## src/hw/diff_pkg.sv

```systemverilog
package diff_pkg;

  //////////////////////////////////////////////////////////////////////
  // Beat geometry
  //////////////////////////////////////////////////////////////////////

  // Samples carried by one input beat
  localparam int NUM_LANES = 8;

  // Input sample width and the full-precision difference
  localparam int SAMPLE_W = 16;
  localparam int DIFF_W   = SAMPLE_W + 1;

  // Successor distance in lanes, one per mode
  localparam int STRIDE_REAL = 1;
  localparam int STRIDE_CPLX = 2;

  //////////////////////////////////////////////////////////////////////
  // Types
  //////////////////////////////////////////////////////////////////////

  // Input sample, also used for the packed 16-bit output
  typedef logic signed [SAMPLE_W-1:0] sample_t;

  // Unpacked subtraction result, one guard bit above the sample
  typedef logic signed [DIFF_W-1:0] diff_t;

  // Feeder frame tracking
  typedef enum logic {
    FRM_IDLE,   // no beat waiting for a successor
    FRM_HOLD    // one beat held until the next one arrives
  } frame_state_t;

endpackage

```

## src/hw/diff_collector.sv

```systemverilog
`timescale 1ns/1ps

module diff_collector import diff_pkg::*; (
  input  logic                 clk,
  input  logic                 rst_n,
  input  sample_t              i_lane_y [NUM_LANES],
  input  logic [NUM_LANES-1:0] i_lane_ovf,
  input  logic                 i_lane_valid,
  input  logic                 i_lane_last,
  output sample_t              o_y [NUM_LANES],
  output logic                 o_valid,
  output logic                 o_last,
  output logic                 o_frame_ovf
);

  // Overflow seen earlier in the current frame
  logic ovf_sticky_q;
  logic beat_ovf;
  logic frame_end;

  assign beat_ovf  = i_lane_valid && (|i_lane_ovf);
  assign frame_end = i_lane_valid && i_lane_last;

  //////////////////////////////////////////////////////////////////////
  // Output beat
  //////////////////////////////////////////////////////////////////////

  always_ff @(posedge clk) begin
    if (i_lane_valid) begin
      o_y <= i_lane_y;
    end
  end

  always_ff @(posedge clk or negedge rst_n) begin
    if (!rst_n) begin
      o_valid <= 1'b0;
      o_last  <= 1'b0;
    end else begin
      o_valid <= i_lane_valid;
      o_last  <= frame_end;
    end
  end

  //////////////////////////////////////////////////////////////////////
  // Sticky frame overflow
  //////////////////////////////////////////////////////////////////////

  always_ff @(posedge clk or negedge rst_n) begin
    if (!rst_n) begin
      ovf_sticky_q <= 1'b0;
      o_frame_ovf  <= 1'b0;
    end else if (frame_end) begin
      // Report including the last beat itself, then start clean
      o_frame_ovf  <= ovf_sticky_q || beat_ovf;
      ovf_sticky_q <= 1'b0;
    end else begin
      o_frame_ovf <= 1'b0;
      if (beat_ovf) begin
        ovf_sticky_q <= 1'b1;
      end
    end
  end

  // Flag only qualified by the frame's last beat
  a_ovf_with_last: assert property (
    @(posedge clk) disable iff (!rst_n)
    o_frame_ovf |-> o_last
  );

endmodule

```

## src/hw/diff_feeder.sv

```systemverilog
`timescale 1ns/1ps

module diff_feeder import diff_pkg::*; (
  input  logic    clk,
  input  logic    rst_n,
  input  logic    i_valid,
  input  logic    i_last,
  input  logic    i_switch,
  input  sample_t i_data [NUM_LANES],
  output sample_t o_op_a [NUM_LANES],
  output sample_t o_op_b [NUM_LANES],
  output logic    o_op_strobe,
  output logic    o_op_last
);

  // Frame tracking
  frame_state_t state_q;
  logic         real_q;
  logic         tail_pend_q;
  sample_t      held_q [NUM_LANES];

  // Pairing stage, one beat waiting for its operands to be built
  logic         pair_pend_q;
  logic         pair_tail_q;
  logic         pair_real_q;
  sample_t      pair_beat_q [NUM_LANES];
  sample_t      pair_a [NUM_LANES];
  sample_t      pair_b [NUM_LANES];
  int           stride;

  // Successor arrived for the held beat
  logic         fwd_go;
  logic         pair_load;

  assign fwd_go    = i_valid && (state_q == FRM_HOLD);
  assign pair_load = fwd_go || tail_pend_q;

  //////////////////////////////////////////////////////////////////////
  // Frame state and mode latch
  //////////////////////////////////////////////////////////////////////

  always_ff @(posedge clk or negedge rst_n) begin
    if (!rst_n) begin
      state_q     <= FRM_IDLE;
      real_q      <= 1'b1;
      tail_pend_q <= 1'b0;
    end else begin
      // A last beat has no successor, flush it on the next edge
      tail_pend_q <= i_valid && i_last;
      if (i_valid) begin
        // Mode only taken from the first beat of a frame
        if (state_q == FRM_IDLE) begin
          real_q <= i_switch;
        end
        state_q <= i_last ? FRM_IDLE : FRM_HOLD;
      end
    end
  end

  // Beat storage
  always_ff @(posedge clk) begin
    if (i_valid) begin
      held_q <= i_data;
    end
    if (pair_load) begin
      pair_beat_q <= held_q;
    end
  end

  //////////////////////////////////////////////////////////////////////
  // Pairing stage
  //////////////////////////////////////////////////////////////////////

  // fwd_go only happens in FRM_HOLD, tail_pend_q only after a return to
  // FRM_IDLE, so the two loads never collide
  always_ff @(posedge clk or negedge rst_n) begin
    if (!rst_n) begin
      pair_pend_q <= 1'b0;
      pair_tail_q <= 1'b0;
      pair_real_q <= 1'b1;
    end else begin
      pair_pend_q <= pair_load;
      if (pair_load) begin
        pair_tail_q <= tail_pend_q;
        pair_real_q <= real_q;
      end
    end
  end

  assign stride = pair_real_q ? STRIDE_REAL : STRIDE_CPLX;

  // Lanes below NUM_LANES-stride pair inside the beat. The top lanes take
  // their successor from the next beat, which now sits in held_q, or for
  // the frame tail fall back to the backward difference
  always_comb begin
    for (int i = 0; i < NUM_LANES; i++) begin
      pair_a[i] = pair_beat_q[i];
      pair_b[i] = pair_beat_q[i];
      if (i + stride < NUM_LANES) begin
        pair_b[i] = pair_beat_q[i + stride];
      end else if (!pair_tail_q) begin
        pair_b[i] = held_q[i + stride - NUM_LANES];
      end else begin
        pair_a[i] = pair_beat_q[i - stride];
      end
    end
  end

  //////////////////////////////////////////////////////////////////////
  // Operand outputs
  //////////////////////////////////////////////////////////////////////

  always_ff @(posedge clk) begin
    if (pair_pend_q) begin
      o_op_a <= pair_a;
      o_op_b <= pair_b;
    end
  end

  always_ff @(posedge clk or negedge rst_n) begin
    if (!rst_n) begin
      o_op_strobe <= 1'b0;
      o_op_last   <= 1'b0;
    end else begin
      o_op_strobe <= pair_pend_q;
      o_op_last   <= pair_pend_q && pair_tail_q;
    end
  end

  // Upstream must mark the last beat on a valid strobe only
  a_last_needs_valid: assert property (
    @(posedge clk) disable iff (!rst_n)
    i_last |-> i_valid
  );

endmodule

```

## src/hw/diff_lane.sv

```systemverilog
`timescale 1ns/1ps

module diff_lane import diff_pkg::*; (
  input  logic    clk,
  input  logic    rst_n,
  input  sample_t i_op_a,
  input  sample_t i_op_b,
  input  logic    i_op_strobe,
  input  logic    i_op_last,
  output sample_t o_y,
  output logic    o_ovf,
  output logic    o_valid,
  output logic    o_last
);

  diff_t diff;

  // Both operands sign extended before the subtraction
  assign diff = diff_t'(i_op_b) - diff_t'(i_op_a);

  // Sign bit on top of the low 15 bits
  always_ff @(posedge clk) begin
    if (i_op_strobe) begin
      o_y <= {diff[DIFF_W-1], diff[SAMPLE_W-2:0]};
    end
  end

  always_ff @(posedge clk or negedge rst_n) begin
    if (!rst_n) begin
      o_ovf   <= 1'b0;
      o_valid <= 1'b0;
      o_last  <= 1'b0;
    end else begin
      o_valid <= i_op_strobe;
      o_last  <= i_op_last;
      if (i_op_strobe) begin
        // Packing drops bit 15, lost when it disagrees with the sign
        o_ovf <= diff[DIFF_W-1] ^ diff[DIFF_W-2];
      end
    end
  end

  // The feeder must never raise last outside a strobe
  a_last_with_valid: assert property (
    @(posedge clk) disable iff (!rst_n)
    o_last |-> o_valid
  );

endmodule

```

## src/hw/diff_top.sv

```systemverilog
`timescale 1ns/1ps

module diff_top import diff_pkg::*; (
  input  logic    clk,
  input  logic    rst_n,
  input  logic    i_valid,
  input  logic    i_last,
  input  logic    i_switch,
  input  sample_t i_data [NUM_LANES],
  output sample_t o_y [NUM_LANES],
  output logic    o_valid,
  output logic    o_last,
  output logic    o_frame_ovf
);

  // Feeder to lanes
  sample_t              op_a [NUM_LANES];
  sample_t              op_b [NUM_LANES];
  logic                 op_strobe;
  logic                 op_last;

  // Lanes to collector
  sample_t              lane_y [NUM_LANES];
  logic [NUM_LANES-1:0] lane_ovf;
  logic [NUM_LANES-1:0] lane_valid;
  logic [NUM_LANES-1:0] lane_last;

  diff_feeder u_feeder (
    .clk         (clk),
    .rst_n       (rst_n),
    .i_valid     (i_valid),
    .i_last      (i_last),
    .i_switch    (i_switch),
    .i_data      (i_data),
    .o_op_a      (op_a),
    .o_op_b      (op_b),
    .o_op_strobe (op_strobe),
    .o_op_last   (op_last)
  );

  for (genvar g = 0; g < NUM_LANES; g++) begin : g_lane
    diff_lane u_lane (
      .clk         (clk),
      .rst_n       (rst_n),
      .i_op_a      (op_a[g]),
      .i_op_b      (op_b[g]),
      .i_op_strobe (op_strobe),
      .i_op_last   (op_last),
      .o_y         (lane_y[g]),
      .o_ovf       (lane_ovf[g]),
      .o_valid     (lane_valid[g]),
      .o_last      (lane_last[g])
    );
  end

  // Lane 0 speaks for the whole beat
  diff_collector u_collector (
    .clk          (clk),
    .rst_n        (rst_n),
    .i_lane_y     (lane_y),
    .i_lane_ovf   (lane_ovf),
    .i_lane_valid (lane_valid[0]),
    .i_lane_last  (lane_last[0]),
    .o_y          (o_y),
    .o_valid      (o_valid),
    .o_last       (o_last),
    .o_frame_ovf  (o_frame_ovf)
  );

endmodule

```

## config.mk

```make
export PLATFORM = sky130hd
export DESIGN_NAME = diff_top
export DESIGN_NICKNAME = d
export VERILOG_FILES = /design/src/hw/diff_pkg.sv /design/src/hw/diff_collector.sv /design/src/hw/diff_feeder.sv /design/src/hw/diff_lane.sv /design/src/hw/diff_top.sv
export SDC_FILE = /design/constraint.sdc
export NUM_CORES = 1
export LEC_CHECK = 0
export ABC_AREA = 0
export BUFFER_PORTS_ARGS = -buffer_cell sky130_fd_sc_hd__buf_2
export CORE_MARGIN = 1.5
export CORE_UTILIZATION = 50
export CTS_CLUSTER_DIAMETER = 150
export CTS_CLUSTER_SIZE = 28
export DETAILED_ROUTE_END_ITERATION = 8
export GPL_TIMING_DRIVEN = 1
export PLACE_DENSITY = 0.78
export RECOVER_POWER = 25
export SLEW_MARGIN = 20
export SYNTH_ARGS = -nofsm -noshare
export SYNTH_HDL_FRONTEND = slang
export SYNTH_SLANG_ARGS = --single-unit
```

## constraint.sdc

```tcl
create_clock -name clk -period 7.6 [get_ports clk]
set_clock_uncertainty 0.05 [all_clocks]
set_input_delay 1.14 -clock clk [delete_from_list [all_inputs] [get_ports clk]]
set_output_delay 1.14 -clock clk [all_outputs]
set_load 0.01 [all_outputs]
```

After elaboration in Yosys (flattened, before gate mapping)
Index checks and enable logic that the tools add are counted.
{"block": "op_classes", "add_sub_neg": 31, "n_lt_le_gt_ge": 32, "n_mux": 109, "n_bitwise": 33, "n_reduce_logical": 10}
{"cell": "16-bit 2-to-1 mux", "count": 80}
{"cell": "16-bit binary-select mux with 3-bit select", "count": 24}
{"cell": "32-bit by 4-bit greater-or-equal comparator with 1-bit output, second input constant", "count": 24}
{"cell": "32-bit NOT", "count": 24}
{"cell": "32-bit by 5-bit less-than comparator with 1-bit output, second input constant", "count": 8}
{"cell": "32-bit by 5-bit subtractor with 32-bit output, second input constant", "count": 8}
{"cell": "16-bit by 16-bit subtractor with 17-bit output", "count": 8}
{"cell": "4-bit by 32-bit adder with 32-bit output, first input constant", "count": 4}
{"cell": "4-bit by 32-bit subtractor with 32-bit output, first input constant", "count": 4}
{"cell": "3-bit by 32-bit adder with 32-bit output, first input constant", "count": 2}
{"cell": "3-bit by 32-bit subtractor with 32-bit output, first input constant", "count": 2}
{"cell": "2-bit by 32-bit adder with 32-bit output, first input constant", "count": 1}
{"cell": "1-bit by 32-bit subtractor with 32-bit output, first input constant", "count": 1}
{"cell": "2-bit by 32-bit subtractor with 32-bit output, first input constant", "count": 1}
{"cell": "8-bit OR reduction", "count": 1}
{"cell": "1-bit XOR", "count": 8}
{"cell": "1-bit logical AND", "count": 5}
{"cell": "1-bit 2-to-1 mux", "count": 4}
{"cell": "1-bit logical OR", "count": 2}
{"cell": "2-bit 2-to-1 mux", "count": 1}
{"cell": "2-bit AND reduction", "count": 1}
{"cell": "2-bit nonzero test", "count": 1}
{"cell": "1-bit NOT", "count": 1}
{"block": "totals", "regBits": 790, "input_bits": 133, "output_inout_bits": 131, "wordCells": 285}

Longest topological paths before layout
Gate-level depths: netlist of the first run.
{"block": "logic_depth", "word_depth": 9, "ltp_mapped": 11}

Hierarchy
From an unflattened synthesis of the first run, not the netlist that was laid out.
{"block": "unflattened", "cells_unflattened": 2029, "hier_area_um2": 33055.5}
{"module": "diff_feeder", "n_inst": 1, "cells_each": 816, "area_per_inst_um2": 18049.8, "seq_area_each_um2": 15577.4}
{"module": "diff_lane at g_lane[1].u_lane ...", "n_inst": 6, "cells_each": 134, "area_per_inst_um2": 1376.3, "seq_area_each_um2": 555.5}
{"module": "diff_collector", "n_inst": 1, "cells_each": 140, "area_per_inst_um2": 3990.1, "seq_area_each_um2": 3943.8}
{"module": "diff_lane at g_lane[7].u_lane", "n_inst": 1, "cells_each": 135, "area_per_inst_um2": 1391.3, "seq_area_each_um2": 555.5}
{"module": "diff_lane at g_lane[0].u_lane", "n_inst": 1, "cells_each": 134, "area_per_inst_um2": 1366.3, "seq_area_each_um2": 555.5}

Worst setup path after synthesis of the first run
Ideal clock, no wire load.
{"block": "synth_path", "path_type": "register -> register", "start": "register u_feeder.pair_pend_q", "end": "register u_feeder.o_op_strobe", "setup_time_ps": 692, "t_arrival_ps": 5504, "setup_slack_ps": 1354, "path_stages_with_launch": 1, "n_path_buf": 0, "period_less_slack_ps": 6246, "cell_sequence": "dfrtp_1"}
{"element": "start: declaration", "line_no": "diff_feeder.sv:23", "source": "logic pair_pend_q;"}
{"element": "start signal: assignment", "line_no": "diff_feeder.sv:82", "source": "pair_pend_q <= pair_load;"}
{"element": "end signal: assignment", "line_no": "diff_feeder.sv:125", "source": "o_op_strobe <= pair_pend_q;"}
{"element": "end: declaration", "line_no": "diff_feeder.sv:12", "source": "output logic o_op_strobe,"}
No word-level cell between the ends.

==> results of run 1 <==
-- sequential cells by signal (all words and copies together), names as in the netlist, 8 cells and up --
name                  cells
u_collector.o_y         128
g_lane.u_lane.o_ovf       8
g_lane.u_lane.o_y       128
u_feeder.o_op_b         128
u_feeder.held_q         128
u_feeder.o_op_a         128
u_feeder.pair_beat_q    128
-- cell families after synthesis --
logic type,count (synthesis),synth area share [%]
buffers and inverters,211,2.443
muxes,167,5.590
adders and majority gates,136,5.425
xor gates and xnor gates,97,2.616
DFF,790,72.72
AOI/OAI and AO/OA,335,6.604
and+or+nand+nor,312,4.608
-- routing by layer --
layer  up-vias  part of all wire (%)  track usage [%]
li1       8204                     -                -
met1      8829                    41            28.22
met2       683                    49            35.28
met3       107                   6.3            2.680
met4         0                   3.0            7.050
met5         -                     0                0
-- metrics by stage --
| stage | setup WS (ns) | hold slack [ns] |
|---|---|---|
| 3_5_place_dp | 3.513 | 0.2901 |
| 5_1_grt | 4.115 | 0.3166 |
| 3_3_place_gp | 3.638 | 0.2842 |
| 4_1_cts | 4.166 | 0.3135 |
| 2_1_floorplan | 1.354 | 0.2812 |
| 6_report | 4.309 | 0.3105 |
-- cells in the mapped netlist (29+ instances only) --
| master | n | area [um^2] |
|---|---|---|
| edfxtp_1 | 768 | 23060 |
| inv_1 | 177 | 664.4 |
| ha_1 | 128 | 1602 |
| mux2_2 | 115 | 1295 |
| a21oi_1 | 106 | 530.5 |
| nor2_1 | 91 | 341.6 |
| nand2_1 | 79 | 296.5 |
| o21ai_0 | 76 | 380.4 |
| xnor2_1 | 67 | 586.8 |
| mux2i_1 | 52 | 520.5 |
| xor2_1 | 30 | 262.8 |
| a21o_1 | 29 | 217.7 |
-- where the power goes --
group	leakage [uW]	switching [uW]	internal, uW
Combinational	0.00553	1300	933
Sequential	0.00774	374	5730
Clock	0.000475	1300	878
-- worst reg2reg max path, cell delays in order, from the launching register on --
cell and delay [ns]:
dfstp_4 0.98, buf_4 0.56, buf_4 0.90, mux2_2 0.57
-- path summary, 6_finish.rpt --
kind	endpoint	startpoint	cells after the start
max	u_feeder.o_op_b[91]$_DFFE_PP_	u_feeder.pair_real_q$_DFFE_PN1P_	3
min	g_lane[0].u_lane.o_last$_DFF_PN0_	u_feeder.o_op_last$_DFF_PN0_	0
max reg2reg	u_feeder.o_op_b[91]$_DFFE_PP_	u_feeder.pair_real_q$_DFFE_PN1P_	3
min reg2reg	g_lane[0].u_lane.o_last$_DFF_PN0_	u_feeder.o_op_last$_DFF_PN0_	0
max in group asynchronous	g_lane[0].u_lane.o_valid$_DFF_PN0_	rst_n	1
min in group asynchronous	g_lane[1].u_lane.o_ovf$_DFFE_PN0P_	rst_n	1
-- area by class of cell --
class | instances | area, um^2 | share of cell area, %
clock buffers | 58 | 940.9 | 2.624
inverters | 177 | 664.4 | 1.853
flip-flops and latches | 790 | 23630 | 65.91
multi-input cells | 1047 | 8083 | 22.54
clock inverters | 4 | 63.81 | 0.1780
repair buffers | 273 | 1403 | 3.912
well taps | 855 | 1070 | 2.984
==> impl_metrics.tcl, run 1 <==
set metrics [dict create \
    rrSetupSlack_ns 4.31 \
    dpl.hpwl_um 49870 \
    stdcell_area_um2 35860 \
    setup_viol 0 \
    critPathBufInv 2 \
    cts_buffers 34 \
    first_pass_iters 5 \
    final.period_utilization_pct 43.30 \
    end_kind "register" \
    hp-class "reg -> reg" \
    synth_cell_types 67 \
    grt_pass1_wl_um 103900 \
    report.final.slew_viol_count 0 \
    tightest_slew_ns 1.102 \
    final_common_cell "edfxtp_1" \
    cp.arrival_ns 3.60 \
    place_inst 3142 \
    status "finished, final reports clean" \
    core_area_um2 64350 \
    cts_max_level 2 \
    die_w_um 257.9 \
    powerDensity_nw_per_um2 293.1 \
    rsz0062_at_grt "no" \
    instances_no_fill 3204 \
    ys_seq_area_share_pct 72.72 \
    avgSynthCellArea_um2 15.86 \
    yosysWarningCount 0 \
    layout_common_cells "edfxtp_1 (768), buf_2 (260), inv_1 (177)" \
    num_rows 93 \
    ys_ff_latch 790 \
    clock.fmax_ghz 0.3039 \
    drv_cap 0 \
    syn_area_um2 32480 \
    vias 17820 \
    io_pins 264 \
    clock_sinks 790 \
    synth_edf_count 768 \
    hold_viol 0 \
    vias_per_cell 5.563 \
    async_flop_share_pct 2.785 \
    antenna_found_initial 2 \
    postCtsSetupRepairBufs 0 \
    synthCells 2048 \
    wl_um 70530 \
    syn2layout_area_growth_pct 10.41 \
    grt-ovfl-total 0 \
    synth_nets 2317 \
    startpoint_type "register" \
    slew_headroom_pct 26.53 \
    start_util_pct 50.47 \
    ant_nets 0 \
    finalCriticalPeriod_ns 3.291 \
    drtIter0Drc 1655 \
    total_power_uw 10510 \
    clkLatencyLatePin_ns 0.61 \
    cts_resized 0 \
    max_stage_delay_ns 0.98 \
    clk_pin_slew_ns 0.11 \
    grt_pass1_vias 17500 \
    grt_max_degree 89 \
    die_h_um 257.9 \
    drc_errors 0 \
    layout-drive-gt1-share_pct 18.99 \
    vdd_drop_max_v 0.0002107 \
    crit_chain "buf_4 -> buf_4 -> mux2_2" \
    finalSetupTns_ns 0 \
    cts_root_buf "clkbuf_16" \
    wl_per_cell_um 22.01 \
    clk_path_buf_depth 3 \
    dieArea_um2 66490 \
    crit_required_ns 7.91 \
    crit_path_frequent_cell "buf_4" \
    crit_path_max_fanout 71 \
    utilization_pct 55.72 \
    postCtsHoldBufs 0 \
    placed_area_um2 34840 \
    portBuffers 263 \
    crit_family "buffers and inverters" \
    leakagePower_uw 0.01374 \
    gp_congestion 0.9661 \
    grt_util_all_layers_pct 20.92 \
    cpMaxStageDelayCell "dfstp_4" \
    num-fill-cells 5064 \
    ys.flop_type "edfxtp_1" \
    criticalPathCategory "reg -> reg" \
    diodes 0 \
    layout.nets 2592 \
    cts_tree "yes" \
]
(Power assumes the default switching activity.)
==> run 2, diff against run 1 <==
==> constraint.sdc (replaced) <==
create_clock -name clk -period 3.44 [get_ports clk]
set_clock_uncertainty 0.05 [all_clocks]
set_input_delay 0.516 -clock clk [delete_from_list [all_inputs] [get_ports clk]]
set_output_delay 0.516 -clock clk [all_outputs]
set_load 0.01 [all_outputs]
==> impl_metrics.tcl, run 2 (synthesis gave the netlist of run 1 again) <==
set metrics [dict create \
    status "complete, but fails checks" \
    violations "capacitance limit" \
    finalCriticalPeriod_ns 3.029 \
    first_pass_iters 5 \
    cts_tree "yes" \
    clkLatencyLatePin_ns 0.60 \
    antenna_found_initial 2 \
    criticalPathCategory "reg -> reg" \
    dp_slack_ns 0.4157 \
    die_w_um 257.9 \
    num_rows 93 \
    cts_buffers 34 \
    die_h_um 257.9 \
    clock_sinks 790 \
    setup_viol 0 \
    critPathBufInv 2 \
    wl_um 70760 \
    report.final.slew_viol_count 0 \
    drc_errors 0 \
    hold_viol 0 \
    crit_required_ns 3.88 \
    multi_input_area_um2 8075 \
    layout-drive-gt1-share_pct 19.04 \
    cp.depth 11 \
    cpMaxStageDelayCell "a21oi_1" \
    layout.nets 2607 \
    dieArea_um2 66490 \
    grt_max_degree 91 \
    max_stage_delay_ns 0.53 \
    io_pins 264 \
    wl_per_cell_um 21.99 \
    rsz0062_at_grt "no" \
    crit_path_max_fanout 4 \
    min_path_cells 1 \
    cp.arrival_ns 3.47 \
    gp_congestion 0.9207 \
    start_util_pct 50.47 \
    dpl.hpwl_um 50730 \
    grt_pass1_wl_um 105600 \
    core_area_um2 64350 \
    regArea_um2 23630 \
    grt_pass1_vias 17790 \
    ant_nets 0 \
    num-fill-cells 4954 \
    hp-class "in -> reg" \
    grt_util_all_layers_pct 21.14 \
    finalSetupTns_ns 0 \
    rrSetupSlack_ns 0.41 \
    drv_cap 1 \
    final_common_cell "edfxtp_1" \
    grt-ovfl-total 0 \
    layout_common_cells "edfxtp_1 (768), buf_2 (252), inv_1 (177)" \
    end_kind "register" \
    cts_resized 0 \
    total_power_uw 23290 \
    cts_root_buf "clkbuf_16" \
    crit_chain "inv_1 -> ha_1 -> inv_1 -> fa_1 -> nand2_1 -> a21oi_1 -> a311o_1 -> a21oi_1 -> o41ai_2 -> xnor2_1 -> mux2_2" \
    vdd_drop_max_v 0.0003582 \
    clk_pin_slew_ns 0.11 \
    final.period_utilization_pct 88.06 \
    portBuffers 263 \
    r2r_cells 11 \
    leakagePower_uw 0.01382 \
    setup_ws_ns 0.4107 \
    powerDensity_nw_per_um2 646.0 \
    vias_per_cell 5.569 \
    cts_max_level 2 \
    drtIter0Drc 1908 \
    vias 17920 \
    clk_path_buf_depth 3 \
    crit_family "compound AO/OA/AOI/OAI gates" \
    slew_headroom_pct 0.1295 \
    utilization_pct 56.02 \
    tightest_slew_ns 1.498 \
    syn2layout_area_growth_pct 11.00 \
    diodes 0 \
    startpoint_type "register" \
    clock.fmax_ghz 0.3301 \
]
## run 2: metal layers
metal	wire (um)	global-route usage [%]	share of wire [%]
met1	29810	28.74	42
met2	34120	35.05	48
met3	4273	2.797	6.0
met4	2551	7.797	3.6
met5	13	0	0.018
## run 2: repair_timing
action	in CTS	in global routing
buffers inserted	0	0
hold buffers	1	0
endpoints found under the hold margin	20	0
## run 2: layout make-up
type,count,share of cell area [%]
flip-flops and latches,790,65.56
well taps,855,2.968
multi-input cells,1047,22.40
clock inverters,4,0.1770
inverters,177,1.843
repair buffers,288,4.453
clock buffers,57,2.600
## run 2: worst paths after layout
kind | startpoint | endpoint
worst max-delay path | u_feeder.o_op_b[32]$_DFFE_PP_ | g_lane[5].u_lane.o_ovf$_DFFE_PN0P_
worst min-delay path | i_data[76] | u_feeder.held_q[76]$_DFFE_PP_
max in group asynchronous | rst_n | g_lane[0].u_lane.o_valid$_DFF_PN0_
min in group asynchronous | rst_n | g_lane[1].u_lane.o_ovf$_DFFE_PN0P_
worst max register to register | u_feeder.o_op_b[32]$_DFFE_PP_ | g_lane[5].u_lane.o_ovf$_DFFE_PN0P_
worst min register to register | u_feeder.o_op_last$_DFF_PN0_ | g_lane[0].u_lane.o_last$_DFF_PN0_
## run 2: worst register-to-register path, stage by stage (launching register included)
cell      delay (ns)
edfxtp_1        0.37
inv_1           0.06
ha_1            0.15
inv_1           0.06
fa_1            0.39
nand2_1         0.12
a21oi_1         0.13
a311o_1         0.43
a21oi_1         0.53
o41ai_2         0.21
xnor2_1         0.16
mux2_2          0.27
## run 2: power breakdown
group	internal, uW	leakage [uW]	switching, uW	total, uW
Clock	1930	0.000474	2860	4800
Combinational	2110	0.00560	2940	5050
Sequential	12600	0.00774	788	13400
## run 2: metrics by stage
step | cell area, um^2 | instances | hold slack [ns]
floorplan | 32480 | 2048 | 0.1704
global placement | 35060 | 3156 | 0.2870
detailed placement | 35060 | 3156 | 0.2847
CTS | 36070 | 3218 | 0.002571
global route | 36050 | 3218 | 0.009844
finish | 36050 | 3218 | 0.03460
